## src/logic/lsu_mem_pkg.sv

```systemverilog
`default_nettype none

package lsu_mem_pkg;

    localparam int XLEN     = 32;   // Register and address width
    localparam int BUS_W    = 64;   // Data memory bus width
    localparam int LANES    = 8;    // Byte lanes on the bus
    localparam int OFFSET_W = 3;    // Byte offset inside one bus word

endpackage

`default_nettype wire

```

## src/logic/lsu_isa_pkg.sv

```systemverilog
`default_nettype none

package lsu_isa_pkg;

    localparam int REG_IDX_W = 4;                 // General register number
    localparam logic [7:0] AMO_SET_BIT = 8'h80;   // Lock bit written by TAS.B

    // Operation after decode, one per addressing mode or atomic kind
    typedef enum logic [3:0] {
        OP_NONE,          // Not handled by the LSU
        OP_ST_RN,         // MOV.x Rm,@Rn
        OP_LD_RM,         // MOV.x @Rm,Rn
        OP_ST_PREDEC,     // MOV.x Rm,@-Rn
        OP_LD_POSTINC,    // MOV.x @Rm+,Rn
        OP_ST_R0RN,       // MOV.x Rm,@(R0,Rn)
        OP_LD_R0RM,       // MOV.x @(R0,Rm),Rn
        OP_ST_GBR,        // MOV.x R0,@(disp,GBR)
        OP_LD_GBR,        // MOV.x @(disp,GBR),R0
        OP_AMO_AND,       // AND.B #imm,@(R0,GBR)
        OP_AMO_OR,        // OR.B #imm,@(R0,GBR)
        OP_AMO_XOR,       // XOR.B #imm,@(R0,GBR)
        OP_AMO_TST,       // TST.B #imm,@(R0,GBR)
        OP_AMO_TAS        // TAS.B @Rn
    } lsu_op_e;

    // Same code as the size field of the MOV encodings
    typedef enum logic [1:0] {
        SZ_BYTE = 2'd0,   // 8 bit
        SZ_WORD = 2'd1,   // 16 bit
        SZ_LONG = 2'd2    // 32 bit
    } access_size_e;

    // Two passes of a read-modify-write
    typedef enum logic {
        AMO_READ  = 1'b0, // Fetch old byte, always replayed
        AMO_WRITE = 1'b1  // Store new byte or report T
    } amo_phase_e;

endpackage

`default_nettype wire
```

## src/logic/lsu_top.sv

```systemverilog
`timescale 1ns/1ps
`default_nettype none

module lsu_top (
    input  wire                                  clk,
    input  wire                                  rst,
    input  wire                                  e1_flush,
    input  wire                                  in_valid,
    input  wire [15:0]                           in_raw,
    input  wire [lsu_mem_pkg::XLEN-1:0]          in_r0,
    input  wire [lsu_mem_pkg::XLEN-1:0]          in_gbr,
    input  wire [lsu_mem_pkg::XLEN-1:0]          in_opl,
    input  wire [lsu_mem_pkg::XLEN-1:0]          in_oph,
    output logic [lsu_mem_pkg::XLEN-1:0]         dm_req_addr,
    output logic [lsu_mem_pkg::BUS_W-1:0]        dm_req_wdata,
    output logic [lsu_mem_pkg::LANES-1:0]        dm_req_wmask,
    output logic                                 dm_req_wen,
    output logic                                 dm_req_valid,
    input  wire [lsu_mem_pkg::BUS_W-1:0]         dm_resp_rdata,
    input  wire                                  dm_resp_valid,
    output logic                                 e1_wen,
    output logic                                 e1_wpending,
    output logic [lsu_isa_pkg::REG_IDX_W-1:0]    e1_wdst,
    output logic [lsu_mem_pkg::XLEN-1:0]         e1_wdata,
    output logic                                 e1_alt_wen,
    output logic [lsu_isa_pkg::REG_IDX_W-1:0]    e1_alt_wdst,
    output logic [lsu_mem_pkg::XLEN-1:0]         e1_alt_wdata,
    output logic                                 e2_wen,
    output logic [lsu_isa_pkg::REG_IDX_W-1:0]    e2_wdst,
    output logic [lsu_mem_pkg::XLEN-1:0]         e2_wdata,
    output logic                                 e2_nack,
    output logic                                 e2_t_wen,
    output logic                                 e2_t_value
);

    lsu_isa_pkg::lsu_op_e       op;
    lsu_isa_pkg::access_size_e  size;
    lsu_isa_pkg::amo_phase_e    amo_phase;
    logic                       is_load;
    logic                       is_store;
    logic                       e1_live;      // Valid and not flushed
    logic [7:0]                 amo_old;
    logic [lsu_mem_pkg::XLEN-1:0] st_val;

    assign e1_live      = in_valid && !e1_flush;
    assign dm_req_valid = e1_live && (is_load || is_store);
    assign dm_req_wen   = is_store;

    lsu_decode u_decode (
        .in_raw    (in_raw),
        .amo_phase (amo_phase),
        .op        (op),
        .size      (size),
        .is_load   (is_load),
        .is_store  (is_store)
    );

    lsu_agu u_agu (
        .op           (op),
        .size         (size),
        .in_r0        (in_r0),
        .in_gbr       (in_gbr),
        .in_opl       (in_opl),
        .in_oph       (in_oph),
        .in_raw       (in_raw),
        .amo_old      (amo_old),
        .addr         (dm_req_addr),
        .st_val       (st_val),
        .e1_wen       (e1_wen),
        .e1_wpending  (e1_wpending),
        .e1_wdst      (e1_wdst),
        .e1_wdata     (e1_wdata),
        .e1_alt_wen   (e1_alt_wen),
        .e1_alt_wdst  (e1_alt_wdst),
        .e1_alt_wdata (e1_alt_wdata)
    );

    lsu_store_align u_store_align (
        .addr_off     (dm_req_addr[lsu_mem_pkg::OFFSET_W-1:0]),
        .size         (size),
        .st_val       (st_val),
        .dm_req_wmask (dm_req_wmask),
        .dm_req_wdata (dm_req_wdata)
    );

    lsu_load_stage u_load_stage (
        .clk           (clk),
        .rst           (rst),
        .req_valid     (e1_live),
        .is_store      (is_store),
        .op            (op),
        .size          (size),
        .addr_off      (dm_req_addr[lsu_mem_pkg::OFFSET_W-1:0]),
        .e1_wdst       (e1_wdst),
        .in_opl        (in_opl[7:0]),
        .dm_resp_rdata (dm_resp_rdata),
        .dm_resp_valid (dm_resp_valid),
        .e2_wen        (e2_wen),
        .e2_wdst       (e2_wdst),
        .e2_wdata      (e2_wdata),
        .e2_nack       (e2_nack),
        .e2_t_wen      (e2_t_wen),
        .e2_t_value    (e2_t_value),
        .amo_phase     (amo_phase),
        .amo_old       (amo_old)
    );

endmodule

`default_nettype wire

```

## src/logic/lsu_load_stage.sv

```systemverilog
`timescale 1ns/1ps
`default_nettype none

module lsu_load_stage (
    input  wire                                  clk,
    input  wire                                  rst,
    input  wire                                  req_valid,   // Live E1 instruction
    input  wire                                  is_store,
    input  wire lsu_isa_pkg::lsu_op_e            op,
    input  wire lsu_isa_pkg::access_size_e       size,
    input  wire [lsu_mem_pkg::OFFSET_W-1:0]      addr_off,
    input  wire [lsu_isa_pkg::REG_IDX_W-1:0]     e1_wdst,
    input  wire [7:0]                            in_opl,      // TST immediate
    input  wire [lsu_mem_pkg::BUS_W-1:0]         dm_resp_rdata,
    input  wire                                  dm_resp_valid,
    output logic                                 e2_wen,
    output logic [lsu_isa_pkg::REG_IDX_W-1:0]    e2_wdst,
    output logic [lsu_mem_pkg::XLEN-1:0]         e2_wdata,
    output logic                                 e2_nack,
    output logic                                 e2_t_wen,
    output logic                                 e2_t_value,
    output lsu_isa_pkg::amo_phase_e              amo_phase,
    output logic [7:0]                           amo_old
);

    logic                              e2_valid;      // Instruction sits in E2
    logic                              e2_store;
    lsu_isa_pkg::lsu_op_e              e2_op;
    lsu_isa_pkg::access_size_e         e2_size;
    lsu_isa_pkg::amo_phase_e           e2_phase;      // Pass this access belongs to
    logic [lsu_mem_pkg::OFFSET_W-1:0]  e2_off;
    logic [7:0]                        e2_imm;
    logic                              e2_amo;
    logic                              e2_sets_t;
    logic                              e2_needs_mem;
    logic                              resp_ok;
    logic [7:0]                        rd_byte;
    logic [15:0]                       rd_half;
    logic [31:0]                       rd_word;

    // TST second pass has no request but must still reach E2
    always_ff @(posedge clk)
    begin
        if (rst)
            e2_valid <= 1'b0;
        else
            e2_valid <= req_valid && (op != lsu_isa_pkg::OP_NONE);
    end

    always_ff @(posedge clk)
    begin
        e2_store <= is_store;
        e2_op    <= op;
        e2_size  <= size;
        e2_phase <= amo_phase;
        e2_off   <= addr_off;
        e2_imm   <= in_opl;
        e2_wdst  <= e1_wdst;
    end

    assign e2_amo = e2_op inside {lsu_isa_pkg::OP_AMO_AND, lsu_isa_pkg::OP_AMO_OR,
                                  lsu_isa_pkg::OP_AMO_XOR, lsu_isa_pkg::OP_AMO_TST,
                                  lsu_isa_pkg::OP_AMO_TAS};
    assign e2_sets_t = e2_op inside {lsu_isa_pkg::OP_AMO_TST, lsu_isa_pkg::OP_AMO_TAS};
    assign e2_needs_mem = !((e2_op == lsu_isa_pkg::OP_AMO_TST) &&
                            (e2_phase == lsu_isa_pkg::AMO_WRITE));
    assign resp_ok = dm_resp_valid || !e2_needs_mem;   // TST write pass never waits

    // Lane select at the saved offset
    assign rd_byte = dm_resp_rdata[{e2_off, 3'b000} +: 8];
    assign rd_half = dm_resp_rdata[{e2_off[lsu_mem_pkg::OFFSET_W-1:1], 4'b0000} +: 16];
    assign rd_word = dm_resp_rdata[{e2_off[lsu_mem_pkg::OFFSET_W-1], 5'b00000} +: 32];

    always_comb
    begin
        case (e2_size)
            lsu_isa_pkg::SZ_WORD: e2_wdata = {{16{rd_half[15]}}, rd_half};  // Sign extend
            lsu_isa_pkg::SZ_LONG: e2_wdata = rd_word;
            default:              e2_wdata = {{24{rd_byte[7]}}, rd_byte};
        endcase
    end

    // First atomic pass always replays, any missing response replays
    assign e2_nack = e2_valid && (!resp_ok ||
                     (e2_amo && (e2_phase == lsu_isa_pkg::AMO_READ)));
    assign e2_wen = e2_valid && dm_resp_valid && !e2_store && !e2_amo;  // Plain loads only
    assign e2_t_wen = e2_valid && e2_sets_t && resp_ok &&
                      (e2_phase == lsu_isa_pkg::AMO_WRITE);
    assign e2_t_value = (amo_old == 8'h00);

    // Atomic pass FSM, a write pass without response holds in AMO_WRITE
    always_ff @(posedge clk)
    begin
        if (rst)
            amo_phase <= lsu_isa_pkg::AMO_READ;
        else if (e2_valid && e2_amo)
        begin
            if ((e2_phase == lsu_isa_pkg::AMO_READ) && dm_resp_valid)
                amo_phase <= lsu_isa_pkg::AMO_WRITE;
            else if ((e2_phase == lsu_isa_pkg::AMO_WRITE) && resp_ok)
                amo_phase <= lsu_isa_pkg::AMO_READ;
        end
    end

    always_ff @(posedge clk)
    begin
        if (e2_valid && e2_amo && (e2_phase == lsu_isa_pkg::AMO_READ) && dm_resp_valid)
            amo_old <= rd_byte & ((e2_op == lsu_isa_pkg::OP_AMO_TST) ? e2_imm : 8'hff);
    end

endmodule

`default_nettype wire

```

## src/logic/lsu_store_align.sv

```systemverilog
`timescale 1ns/1ps
`default_nettype none

module lsu_store_align (
    input  wire [lsu_mem_pkg::OFFSET_W-1:0]  addr_off,
    input  wire lsu_isa_pkg::access_size_e   size,
    input  wire [lsu_mem_pkg::XLEN-1:0]      st_val,
    output logic [lsu_mem_pkg::LANES-1:0]    dm_req_wmask,
    output logic [lsu_mem_pkg::BUS_W-1:0]    dm_req_wdata
);

    always_comb
    begin
        case (size)
            lsu_isa_pkg::SZ_WORD:
            begin
                // Aligned lane pair, low offset bit ignored
                dm_req_wmask = {{(lsu_mem_pkg::LANES-2){1'b0}}, 2'b11}
                               << {addr_off[lsu_mem_pkg::OFFSET_W-1:1], 1'b0};
                dm_req_wdata = {(lsu_mem_pkg::LANES/2){st_val[15:0]}};
            end
            lsu_isa_pkg::SZ_LONG:
            begin
                // Upper or lower four lanes
                dm_req_wmask = {{(lsu_mem_pkg::LANES-4){1'b0}}, 4'hf}
                               << {addr_off[lsu_mem_pkg::OFFSET_W-1], 2'b00};
                dm_req_wdata = {(lsu_mem_pkg::LANES/4){st_val[31:0]}};
            end
            default:
            begin
                dm_req_wmask = {{(lsu_mem_pkg::LANES-1){1'b0}}, 1'b1} << addr_off;
                dm_req_wdata = {lsu_mem_pkg::LANES{st_val[7:0]}};  // Byte on every lane
            end
        endcase
    end

endmodule

`default_nettype wire

```

## src/logic/lsu_agu.sv

```systemverilog
`timescale 1ns/1ps
`default_nettype none

module lsu_agu (
    input  wire lsu_isa_pkg::lsu_op_e                op,
    input  wire lsu_isa_pkg::access_size_e           size,
    input  wire [lsu_mem_pkg::XLEN-1:0]              in_r0,
    input  wire [lsu_mem_pkg::XLEN-1:0]              in_gbr,
    input  wire [lsu_mem_pkg::XLEN-1:0]              in_opl,     // Rm, imm or scaled disp
    input  wire [lsu_mem_pkg::XLEN-1:0]              in_oph,     // Rn
    input  wire [15:0]                               in_raw,
    input  wire [7:0]                                amo_old,
    output logic [lsu_mem_pkg::XLEN-1:0]             addr,
    output logic [lsu_mem_pkg::XLEN-1:0]             st_val,
    output logic                                     e1_wen,
    output logic                                     e1_wpending,
    output logic [lsu_isa_pkg::REG_IDX_W-1:0]        e1_wdst,
    output logic [lsu_mem_pkg::XLEN-1:0]             e1_wdata,
    output logic                                     e1_alt_wen,
    output logic [lsu_isa_pkg::REG_IDX_W-1:0]        e1_alt_wdst,
    output logic [lsu_mem_pkg::XLEN-1:0]             e1_alt_wdata
);

    logic [lsu_isa_pkg::REG_IDX_W-1:0] rn;      // Destination / base field
    logic [lsu_isa_pkg::REG_IDX_W-1:0] rm;      // Source field
    logic [lsu_mem_pkg::XLEN-1:0]      step;    // Access size in bytes
    logic [lsu_mem_pkg::XLEN-1:0]      rn_dec;
    logic [lsu_mem_pkg::XLEN-1:0]      rm_inc;
    logic [7:0]                        amo_new; // Byte stored by the second pass

    assign rn = in_raw[11:8];
    assign rm = in_raw[7:4];

    always_comb
    begin
        case (size)
            lsu_isa_pkg::SZ_WORD: step = 2;
            lsu_isa_pkg::SZ_LONG: step = 4;
            default:              step = 1;
        endcase
    end

    assign rn_dec = in_oph - step;
    assign rm_inc = in_opl + step;

    always_comb
    begin
        case (op)
            lsu_isa_pkg::OP_AMO_AND: amo_new = amo_old & in_opl[7:0];
            lsu_isa_pkg::OP_AMO_OR:  amo_new = amo_old | in_opl[7:0];
            lsu_isa_pkg::OP_AMO_XOR: amo_new = amo_old ^ in_opl[7:0];
            default:                 amo_new = amo_old | lsu_isa_pkg::AMO_SET_BIT; // TAS
        endcase
    end

    always_comb
    begin
        addr         = in_oph;                  // @Rn unless changed below
        st_val       = in_opl;                  // Rm for register stores
        e1_wen       = 1'b0;
        e1_wpending  = 1'b0;
        e1_wdst      = rn;
        e1_wdata     = rn_dec;
        e1_alt_wen   = 1'b0;
        e1_alt_wdst  = rm;
        e1_alt_wdata = rm_inc;
        case (op)
            lsu_isa_pkg::OP_LD_RM,
            lsu_isa_pkg::OP_LD_R0RM,
            lsu_isa_pkg::OP_LD_POSTINC:
            begin
                addr        = (op == lsu_isa_pkg::OP_LD_R0RM) ? in_r0 + in_opl : in_opl;
                e1_wen      = 1'b1;
                e1_wpending = 1'b1;             // Data arrives in E2
                e1_alt_wen  = (op == lsu_isa_pkg::OP_LD_POSTINC) && (rm != rn); // Load wins
            end
            lsu_isa_pkg::OP_ST_PREDEC:
            begin
                addr   = rn_dec;
                e1_wen = 1'b1;                  // Updated Rn ready now
            end
            lsu_isa_pkg::OP_ST_R0RN: addr = in_r0 + in_oph;
            lsu_isa_pkg::OP_ST_GBR:
            begin
                addr   = in_opl + in_gbr;
                st_val = in_r0;
            end
            lsu_isa_pkg::OP_LD_GBR:
            begin
                addr        = in_opl + in_gbr;
                e1_wen      = 1'b1;
                e1_wpending = 1'b1;
                e1_wdst     = '0;               // Always R0
            end
            lsu_isa_pkg::OP_AMO_AND,
            lsu_isa_pkg::OP_AMO_OR,
            lsu_isa_pkg::OP_AMO_XOR,
            lsu_isa_pkg::OP_AMO_TST:
            begin
                addr   = in_r0 + in_gbr;
                st_val = {{(lsu_mem_pkg::XLEN-8){1'b0}}, amo_new};
            end
            lsu_isa_pkg::OP_AMO_TAS: st_val = {{(lsu_mem_pkg::XLEN-8){1'b0}}, amo_new};
            default:                 addr = in_oph;
        endcase
    end

endmodule

`default_nettype wire

```

## src/logic/lsu_decode.sv

```systemverilog
`timescale 1ns/1ps
`default_nettype none

module lsu_decode (
    input  wire [15:0]                   in_raw,
    input  wire lsu_isa_pkg::amo_phase_e amo_phase,
    output lsu_isa_pkg::lsu_op_e         op,
    output lsu_isa_pkg::access_size_e    size,
    output logic                         is_load,
    output logic                         is_store
);

    logic [1:0] sz_bits;    // Raw size field of the matched form

    always_comb
    begin
        casez (in_raw)
            16'b0010????????00??: op = lsu_isa_pkg::OP_ST_RN;       // Rm,@Rn
            16'b0110????????00??: op = lsu_isa_pkg::OP_LD_RM;       // @Rm,Rn
            16'b0010????????01??: op = lsu_isa_pkg::OP_ST_PREDEC;   // Rm,@-Rn
            16'b0110????????01??: op = lsu_isa_pkg::OP_LD_POSTINC;  // @Rm+,Rn
            16'b0000????????01??: op = lsu_isa_pkg::OP_ST_R0RN;     // Rm,@(R0,Rn)
            16'b0000????????11??: op = lsu_isa_pkg::OP_LD_R0RM;     // @(R0,Rm),Rn
            16'b110000??????????: op = lsu_isa_pkg::OP_ST_GBR;      // R0,@(disp,GBR)
            16'b110001??????????: op = lsu_isa_pkg::OP_LD_GBR;      // @(disp,GBR),R0
            16'b11001100????????: op = lsu_isa_pkg::OP_AMO_TST;
            16'b11001101????????: op = lsu_isa_pkg::OP_AMO_AND;
            16'b11001110????????: op = lsu_isa_pkg::OP_AMO_XOR;
            16'b11001111????????: op = lsu_isa_pkg::OP_AMO_OR;
            16'b0100????00011011: op = lsu_isa_pkg::OP_AMO_TAS;
            default:              op = lsu_isa_pkg::OP_NONE;
        endcase

        // GBR forms carry size in bits 9:8, register forms in bits 1:0
        case (op)
            lsu_isa_pkg::OP_ST_GBR,
            lsu_isa_pkg::OP_LD_GBR:  sz_bits = in_raw[9:8];
            lsu_isa_pkg::OP_AMO_AND,
            lsu_isa_pkg::OP_AMO_OR,
            lsu_isa_pkg::OP_AMO_XOR,
            lsu_isa_pkg::OP_AMO_TST,
            lsu_isa_pkg::OP_AMO_TAS: sz_bits = 2'b00;     // Atomics are byte only
            default:                 sz_bits = in_raw[1:0];
        endcase

        size = lsu_isa_pkg::access_size_e'(sz_bits);
        if (sz_bits == 2'b11)
        begin
            op   = lsu_isa_pkg::OP_NONE;                   // MUL.L, MOVA, TRAPA etc
            size = lsu_isa_pkg::SZ_BYTE;
        end
    end

    // Memory intent, atomics follow the current pass
    always_comb
    begin
        is_load  = 1'b0;
        is_store = 1'b0;
        case (op)
            lsu_isa_pkg::OP_LD_RM,
            lsu_isa_pkg::OP_LD_POSTINC,
            lsu_isa_pkg::OP_LD_R0RM,
            lsu_isa_pkg::OP_LD_GBR:  is_load = 1'b1;
            lsu_isa_pkg::OP_ST_RN,
            lsu_isa_pkg::OP_ST_PREDEC,
            lsu_isa_pkg::OP_ST_R0RN,
            lsu_isa_pkg::OP_ST_GBR:  is_store = 1'b1;
            lsu_isa_pkg::OP_AMO_TST: is_load = (amo_phase == lsu_isa_pkg::AMO_READ); // Never stores
            lsu_isa_pkg::OP_AMO_AND,
            lsu_isa_pkg::OP_AMO_OR,
            lsu_isa_pkg::OP_AMO_XOR,
            lsu_isa_pkg::OP_AMO_TAS:
            begin
                is_load  = (amo_phase == lsu_isa_pkg::AMO_READ);
                is_store = (amo_phase == lsu_isa_pkg::AMO_WRITE);
            end
            default:                 is_load = 1'b0;
        endcase
    end

endmodule

`default_nettype wire

```

## config.mk

```make
export PLATFORM = sky130hd
export DESIGN_NAME = lsu_top
export DESIGN_NICKNAME = d
export VERILOG_FILES = /design/src/logic/lsu_mem_pkg.sv /design/src/logic/lsu_isa_pkg.sv /design/src/logic/lsu_top.sv /design/src/logic/lsu_load_stage.sv /design/src/logic/lsu_store_align.sv /design/src/logic/lsu_agu.sv /design/src/logic/lsu_decode.sv
export SDC_FILE = /design/constraint.sdc
export NUM_CORES = 1
export LEC_CHECK = 0
export BUFFER_PORTS_ARGS = -buffer_cell sky130_fd_sc_hd__buf_2
export CAP_MARGIN = 20
export CORE_AREA = 2 2 167 169
export CTS_BUF_LIST = sky130_fd_sc_hd__clkbuf_8
export DETAILED_ROUTE_END_ITERATION = 6
export DIE_AREA = 0 0 169 171
export PLACE_DENSITY = 0.81
export SLEW_MARGIN = 20
export SYNTH_ARGS = -nofsm -noshare
export SYNTH_HDL_FRONTEND = slang
export SYNTH_SLANG_ARGS = --single-unit
```

## constraint.sdc

```tcl
create_clock -name clk -period 11.2 [get_ports clk]
set_input_delay 0.56 -clock clk [delete_from_list [all_inputs] [get_ports clk]]
set_output_delay 0.56 -clock clk [all_outputs]
set_load 0.01 [all_outputs]
```

==> impl_metrics.csv, run 1 <==
group,metric,value,unit
run_status,outcome,"finished, final reports clean",
route,finalWirelength,57070,µm
power_and_ir_drop,peakVddDrop,0.05339,mV
layout,register_area,740.7,µm²
clock_tree,post_cts.repair.setup_buffers,0,
layout,diodes,0,
placement,globalplace.congestion,1.002,
route,drt_iter0_markers,1846,
synth,yosysWarnings,0,
synth,postSynth.topFlopCell,"sky130_fd_sc_hd__dfxtp_1",
min_path,holdCritPathClass,"reg2reg",
power_and_ir_drop,power.static_leakage,6.711,nW
sta,worstMarginPinSlew,1.095,ns
floorplanning,floorplan.initialDensity,44.25,%
sta,timing.final.max_slew_violations,0,
floorplanning,die_area,0.02890,mm²
layout,mostFrequentLayoutCell,"sky130_fd_sc_hd__buf_2",
sta,rsz0062_at_grt,"no",
synth,synthCells,1730,
sta,max_freq,119.2,MHz
route,antenna_violating_nets_post_route,0,
sta,hold_viol_final,0,
layout,area.growth.synth_to_final,19.01,%
critical_path,cp-start-kind,"input pin",
clock_tree,cts.clk_slew.worst_paths,0.07,ns
global_route,via_count_of_the_first_global_routing_pass,14410,
layout,post_route_cells_drive_above_1_share,26.60,%
route,vias_per_cell,6.508,
critical_path,worstPathArrival,7.83,ns
min_path,hold_path.startpoint,"u_load_stage.amo_phase",
sta,maxSlewHeadroom,26.92,%
synth,synth_seq_cells,33,
route,wire_per_inst,23.57,µm
min_path,hold_depth,0,
layout,multi_input_comb_area,0.01058,mm²
power_and_ir_drop,pwr_density_cell,71.41,mW/mm²
global_route,antenna_found_initial,1,
synth,async_flop_share,0,%
sta,setup_viol,0,
floorplanning,ioPinCount,434,
global_route,global_route.overflow_total,0,
layout,fillCellCount,2751,
sta,post-route-period-util,74.90,%
critical_path,worst-endpoint-required,10.64,ns
placement,dpl.hpwl,46260,µm
critical_path,path_max_fanout,33,
critical_path,worst_r2r_path_depth,5,
critical_path,end_kind,"primary output",
route,drt-pass1-iter-count,7,
job,max_cap_violations,0,
clock_tree,clk-insertion-delay-late,0.30,ns
synth,synth_area,0.01209,mm²
sta,setup_total_negative_slack,0,ns
clock_tree,htree_num_levels,2,
clock_tree,cts_hold_repair_buffers,0,
floorplanning,die_height,171,µm
floorplanning,floorplan.die.width,169,µm
synth,synth.avg_cell_area,6.989,µm²
critical_path,worstSetupPathType,"in2out",
clock_tree,cts-root-to-sink-buffers,2,
layout,layout.cells.most_common_list,"sky130_fd_sc_hd__buf_2 (433), sky130_fd_sc_hd__nor2_1 (193), sky130_fd_sc_hd__nand2_1 (182)",
route,num_vias,15760,
critical_path,setup.reg_to_reg.worst_slack,8.93,ns
synth,synth_sequential_area_ratio,6.126,%
clock_tree,cts.sink_count,33,
sta,post-route-min-period,8.389,ns
floorplanning,design.core.area,0.02732,mm²
synth,mappedNetlistNets,2074,
clock_tree,post_cts.resized_instances,0,
clock_tree,cts_inserted_buffers,5,
synth,ys_types,87,
route,drc_violations_left,0,
floorplanning,rows,61,
min_path,whs_endpoint,"u_load_stage.e2_phase",
placement,port_buffers,433,
clock_tree,tritoncts_clock_tree,"yes",
synth,synth_edf_count,8,
global_route,grt_max_degree,41,
layout,net_count_reported_at_finish,2418,
clock_tree,cts.root.buffer_cell,"sky130_fd_sc_hd__clkbuf_8",
sta,hold_ws,0.4015,ns
sta,worst_clock_skew,0.009750,ns
critical_path,worst_r2r_endpoint,"u_load_stage.amo_old[2]",
critical_path,timing.rr.start,"u_load_stage.e2_off[1]",
global_route,grt_use_total,37.13,%
global_route,grt_first_pass_wirelength,83510,µm
==> power breakdown <==
part           total [mW]  internal, mW  switching [mW]  leakage [nW]
combinational       0.782         0.302           0.479          6.37
sequential          0.134         0.128         0.00662         0.280
clock               0.112        0.0648          0.0467        0.0570
total                1.03         0.495           0.533          6.71
==> worst max path at each step <==
stage	from	to	slack, ns	depth (start not counted)
after CTS	in_raw[15]	dm_req_addr[24]	3.05	26
final	in_raw[13]	dm_req_addr[24]	2.81	26
after floorplan	in_raw[15]	dm_req_addr[28]	4.08	26
after global routing	in_raw[13]	dm_req_addr[24]	2.36	25
after global placement	in_raw[15]	dm_req_addr[24]	3.32	26
after detailed placement	in_raw[15]	dm_req_addr[24]	3.06	26
==> Yosys cell counts, drive strengths merged, types with 9 or more instances <==
| master | count | area [µm²] |
|---|---|---|
| a21o | 40 | 300.3 |
| a31oi | 18 | 112.6 |
| o211ai | 21 | 157.7 |
| dfxtp | 25 | 500.5 |
| a222oi | 11 | 110.1 |
| mux2 | 56 | 630.6 |
| nand4 | 26 | 162.7 |
| and3 | 31 | 193.9 |
| a221o | 10 | 100.1 |
| nor4 | 13 | 81.33 |
| clkbuf | 64 | 240.2 |
| o21ai | 90 | 450.4 |
| nand2b | 13 | 81.33 |
| a21oi | 149 | 745.7 |
| a221oi | 34 | 329.1 |
| o21a | 18 | 135.1 |
| nor2b | 15 | 93.84 |
| o22ai | 19 | 118.9 |
| inv | 59 | 221.5 |
| xnor2 | 74 | 648.1 |
| mux2i | 26 | 260.3 |
| ha | 126 | 1577 |
| and2 | 19 | 118.9 |
| nand2 | 182 | 683.2 |
| nor2 | 195 | 732.0 |
| nor3b | 11 | 82.58 |
| buf | 51 | 341.6 |
| nand3 | 48 | 240.2 |
| o31ai | 10 | 75.07 |
| nor3 | 40 | 215.2 |
| o21bai | 9 | 67.56 |
| or3 | 18 | 117.6 |
| xor2 | 54 | 473.0 |
| a211oi | 26 | 195.2 |
==> kinds of logic after synthesis <==
logic type,synth area share (%)
AO/OA/AOI/OAI,29.50
XOR/XNOR,9.271
adder cells (fa/ha/maj),13.87
buffers and inverters,6.674
flip-flops,6.126
multiplexers,8.858
AND/OR/NAND/NOR,25.70
==> through the flow <==
step | instances | power, mW | worst slack, ns | instance area (µm²) | utilization, %
3_5_place_dp | 2413 | 0.8931 | 3.064 | 14280 | 52.27
6_report | 2421 | 1.028 | 2.811 | 14390 | 52.67
3_3_place_gp | 2413 | 0.8863 | 3.316 | 14280 | 52.25
2_1_floorplan | 1730 | 0.6172 | 4.080 | 12090 | -
4_1_cts | 2421 | 1.006 | 3.047 | 14390 | 52.66
5_1_grt | 2421 | 1.086 | 2.357 | 14390 | 52.67
==> flip-flops by register name, indices dropped and copies added (netlist names) <==
name                    flops
u_load_stage.amo_phase      1
u_load_stage.amo_old        8
u_load_stage.e2_store       1
u_load_stage.e2_phase       1
u_load_stage.e2_off         3
u_load_stage.e2_op          4
u_load_stage.e2_wdst        4
u_load_stage.e2_imm         8
u_load_stage.e2_size        2
u_load_stage.e2_valid       1
==> critical path, cell delays in order <==
cell,delay (ns)
sky130_fd_sc_hd__buf_2,0.14
sky130_fd_sc_hd__nand4bb_1,0.28
sky130_fd_sc_hd__or3_1,0.50
sky130_fd_sc_hd__nand4_1,0.51
sky130_fd_sc_hd__nor2_1,0.17
sky130_fd_sc_hd__a21o_1,0.21
sky130_fd_sc_hd__nand2_1,0.06
sky130_fd_sc_hd__o21a_1,0.13
sky130_fd_sc_hd__inv_1,0.06
sky130_fd_sc_hd__ha_1,0.36
sky130_fd_sc_hd__nor3_1,0.57
sky130_fd_sc_hd__o21ai_0,0.35
sky130_fd_sc_hd__nand2_1,0.15
sky130_fd_sc_hd__buf_4,0.42
sky130_fd_sc_hd__mux2_2,0.40
sky130_fd_sc_hd__ha_1,0.47
sky130_fd_sc_hd__and3_1,0.25
sky130_fd_sc_hd__and3_1,0.19
sky130_fd_sc_hd__nand3_1,0.09
sky130_fd_sc_hd__a21o_1,0.21
sky130_fd_sc_hd__a311oi_1,0.70
sky130_fd_sc_hd__a31oi_1,0.20
sky130_fd_sc_hd__xnor2_1,0.16
sky130_fd_sc_hd__a221oi_1,0.28
sky130_fd_sc_hd__o211ai_1,0.17
sky130_fd_sc_hd__buf_2,0.20
==> metal layers <==
layer / part of all wire [%] / vias to the layer above / wire length (µm) / track usage [%]
met5: 0.023 / - / 13 / 0
met4: 5.1 / 2 / 2933 / 16.83
met3: 11 / 201 / 6215 / 7.449
met2: 44 / 1077 / 24900 / 58.48
met1: 40 / 7313 / 23000 / 48.96
li1: - / 7163 / - / -
==> cell type report <==
type                            instances  area share [%]
Multi-Input combinational cell       1522           73.49
Clock inverter                          3          0.2608
Inverter                               60           1.565
Sequential cell                        33           5.147
Timing Repair Buffer                  452           16.05
Tap cell                              346           3.008
Clock buffer                            5          0.4782
Power figures use the tool's default switching activity.
==> inputs of run 2 (changes only) <==
CORE_AREA = 2 2 169 171   (was 2 2 167 169)
DIE_AREA = 0 0 171 173   (was 0 0 169 171)
PLACE_DENSITY = 0.8   (was 0.81)
clock period = 8.5 ns   (was 11.2 ns; I/O delays follow)
==> impl_metrics.csv, run 2 (same netlist as run 1, synthesis figures left out) <==
group,metric,value,unit
layout,register_area,740.7,µm²
clock_tree,clk-insertion-delay-late,0.29,ns
clock_tree,cts.sink_count,33,
placement,dpl_worst_slack,0.6465,ns
placement,globalplace.congestion,1.004,
clock_tree,tritoncts_clock_tree,"yes",
layout,stdcell_count,2460,
sta,worstMarginPinSlew,1.039,ns
critical_path,worst-endpoint-required,8.08,ns
sta,finalWorstSetupSlack,0.5540,ns
sta,rsz0062_at_grt,"no",
clock_tree,post_cts.repair.setup_buffers,0,
global_route,grt_max_degree,41,
layout,fillCellCount,2847,
power_and_ir_drop,peakVddDrop,0.06677,mV
floorplanning,die_area,0.02958,mm²
layout,reg.largest.list,"u_load_stage.amo_old (8), u_load_stage.e2_imm (8)",
route,drt-pass1-iter-count,7,
clock_tree,htree_num_levels,2,
clock_tree,cts-root-to-sink-buffers,2,
sta,post-route-period-util,93.48,%
layout,finalInstanceArea,0.01449,mm²
sta,setup_total_negative_slack,0,ns
job,max_cap_violations,0,
critical_path,worstPathArrival,7.52,ns
floorplanning,ioPinCount,434,
floorplanning,rows,61,
placement,post_dp_cell_area,0.01436,mm²
run_status,violations_in_the_final_reports,"design-rule violations",
critical_path,end_kind,"primary output",
clock_tree,cts.root.buffer_cell,"sky130_fd_sc_hd__clkbuf_8",
clock_tree,cts.clk_slew.worst_paths,0.08,ns
global_route,grt_first_pass_wirelength,87200,µm
sta,maxSlewHeadroom,30.48,%
clock_tree,cts_inserted_buffers,5,
global_route,via_count_of_the_first_global_routing_pass,14720,
layout,post_route_cells_drive_above_1_share,26.88,%
sta,timing.final.max_slew_violations,0,
placement,port_buffers,433,
critical_path,cp-start-kind,"input pin",
floorplanning,floorplan.initialDensity,43.76,%
placement,placed_cells_incl_taps,2450,
sta,setup_viol,0,
global_route,antenna_found_initial,3,
route,finalWirelength,59430,µm
floorplanning,design.core.area,0.02763,mm²
layout,multi_input_comb_area,0.01058,mm²
route,antenna_violating_nets_post_route,0,
sta,hold_viol_final,0,
route,vias_per_cell,6.493,
floorplanning,floorplan.die.width,171,µm
global_route,grt_use_total,37.87,%
sta,worst_clock_skew,0.01229,ns
critical_path,worstSetupPathType,"in2out",
power_and_ir_drop,pwr_density_cell,94.40,mW/mm²
min_path,holdCritPathClass,"in2reg",
layout,net_count_reported_at_finish,2423,
layout,layout.cells.most_common_list,"sky130_fd_sc_hd__buf_2 (433), sky130_fd_sc_hd__nor2_1 (193), sky130_fd_sc_hd__nand2_1 (182)",
sta,hold_ws,0.3197,ns
route,drc_violations_left,2,
global_route,global_route.overflow_total,0,
route,num_vias,15970,
route,drt_iter0_markers,1738,
run_status,outcome,"finished with violations",
sta,post-route-min-period,7.946,ns
critical_path,path_max_fanout,33,
placement,dpl.hpwl,47850,µm
floorplanning,die_height,173,µm
sta,max_freq,125.9,MHz
layout,mostFrequentLayoutCell,"sky130_fd_sc_hd__buf_2",
layout,area.growth.synth_to_final,19.85,%
route,wire_per_inst,24.16,µm
power_and_ir_drop,power.static_leakage,6.743,nW
==> run 2: changes by cell type in the layout (fill, tap and decap cells not counted) <==
| cell | previous run | this run |
|---|---|---|
| sky130_fd_sc_hd__clkbuf_8 | 5 | 6 |
| sky130_fd_sc_hd__or3_1 | 16 | 17 |
| sky130_fd_sc_hd__buf_4 | 19 | 24 |
| sky130_fd_sc_hd__nor3_2 | 3 | 5 |
| sky130_fd_sc_hd__or3_2 | 1 | 0 |
| sky130_fd_sc_hd__diode_2 | 0 | 2 |
| sky130_fd_sc_hd__clkinv_1 | 2 | 1 |
| sky130_fd_sc_hd__nor3_1 | 36 | 34 |
==> run 2: timing repair <==
item | 4_1_cts | 5_1_grt
setup endpoints to repair | 0 | 1
endpoints found under the hold margin | 0 | 0
hold buffers | 0 | 0
resized for setup | 0 | 1
==> run 2: path summary, 6_finish.rpt <==
kind | startpoint | slack (ns) | end | cells after the start
min | rst | 0.32 | u_load_stage.amo_phase | 2
min reg2reg | u_load_stage.amo_phase | 0.41 | u_load_stage.e2_phase | 0
max reg2reg | u_load_stage.e2_off[1] | 6.21 | u_load_stage.amo_old[2] | 5
max | in_raw[15] | 0.55 | dm_req_addr[26] | 27
==> run 2: routing by layer <==
| layer | vias to the layer above | share of wire, % | track usage (%) |
|---|---|---|---|
| li1 | 7145 | - | - |
| met1 | 7512 | 40 | 49.82 |
| met2 | 1114 | 44 | 59.76 |
| met3 | 197 | 10 | 7.485 |
| met4 | 4 | 4.9 | 16.49 |
| met5 | - | 0.049 | 0 |
==> run 2: where the power goes <==
group / leakage, nW / switching, mW / internal, mW
sequential: 0.280 / 0.00859 / 0.168
combinational: 6.40 / 0.637 / 0.401
clock: 0.0626 / 0.0593 / 0.0944
==> run 2: final cells by class <==
class | count | share of cell area (%)
diodes | 2 | 0.03454
clock buffers | 6 | 0.5698
clock inverters | 2 | 0.2331
inverters | 60 | 1.554
multi-input cells | 1522 | 73.04
flip-flops and latches | 33 | 5.111
well taps | 378 | 3.264
repair buffers | 457 | 16.20
==> run 2: critical path: stages <==
cell,delay [ns]
sky130_fd_sc_hd__buf_2,0.14
sky130_fd_sc_hd__or4b_1,0.56
sky130_fd_sc_hd__o21bai_1,0.28
sky130_fd_sc_hd__nand4_1,0.15
sky130_fd_sc_hd__buf_4,0.21
sky130_fd_sc_hd__nor2_1,0.10
sky130_fd_sc_hd__a21o_1,0.18
sky130_fd_sc_hd__nand2_1,0.06
sky130_fd_sc_hd__o21ai_0,0.13
sky130_fd_sc_hd__ha_1,0.42
sky130_fd_sc_hd__nor3_2,0.42
sky130_fd_sc_hd__o21ai_0,0.31
sky130_fd_sc_hd__nand2_1,0.14
sky130_fd_sc_hd__buf_4,0.45
sky130_fd_sc_hd__o21ai_0,0.17
sky130_fd_sc_hd__ha_1,0.26
sky130_fd_sc_hd__fa_1,0.44
sky130_fd_sc_hd__a21oi_1,0.24
sky130_fd_sc_hd__nor2_1,0.09
sky130_fd_sc_hd__o211ai_1,0.34
sky130_fd_sc_hd__a21o_1,0.23
sky130_fd_sc_hd__a311oi_1,0.21
sky130_fd_sc_hd__a221o_1,0.42
sky130_fd_sc_hd__o21ai_0,0.32
sky130_fd_sc_hd__o31ai_1,0.13
sky130_fd_sc_hd__o2bb2ai_1,0.44
sky130_fd_sc_hd__buf_2,0.23
==> run 2: through the flow <==
step                total power [mW]  utilization, %
finish                         1.368           52.45
global route                   1.445           52.44
CTS                            1.340           52.40
detailed placement             1.183           51.97
global placement               1.179           51.96
floorplan                     0.8132               -
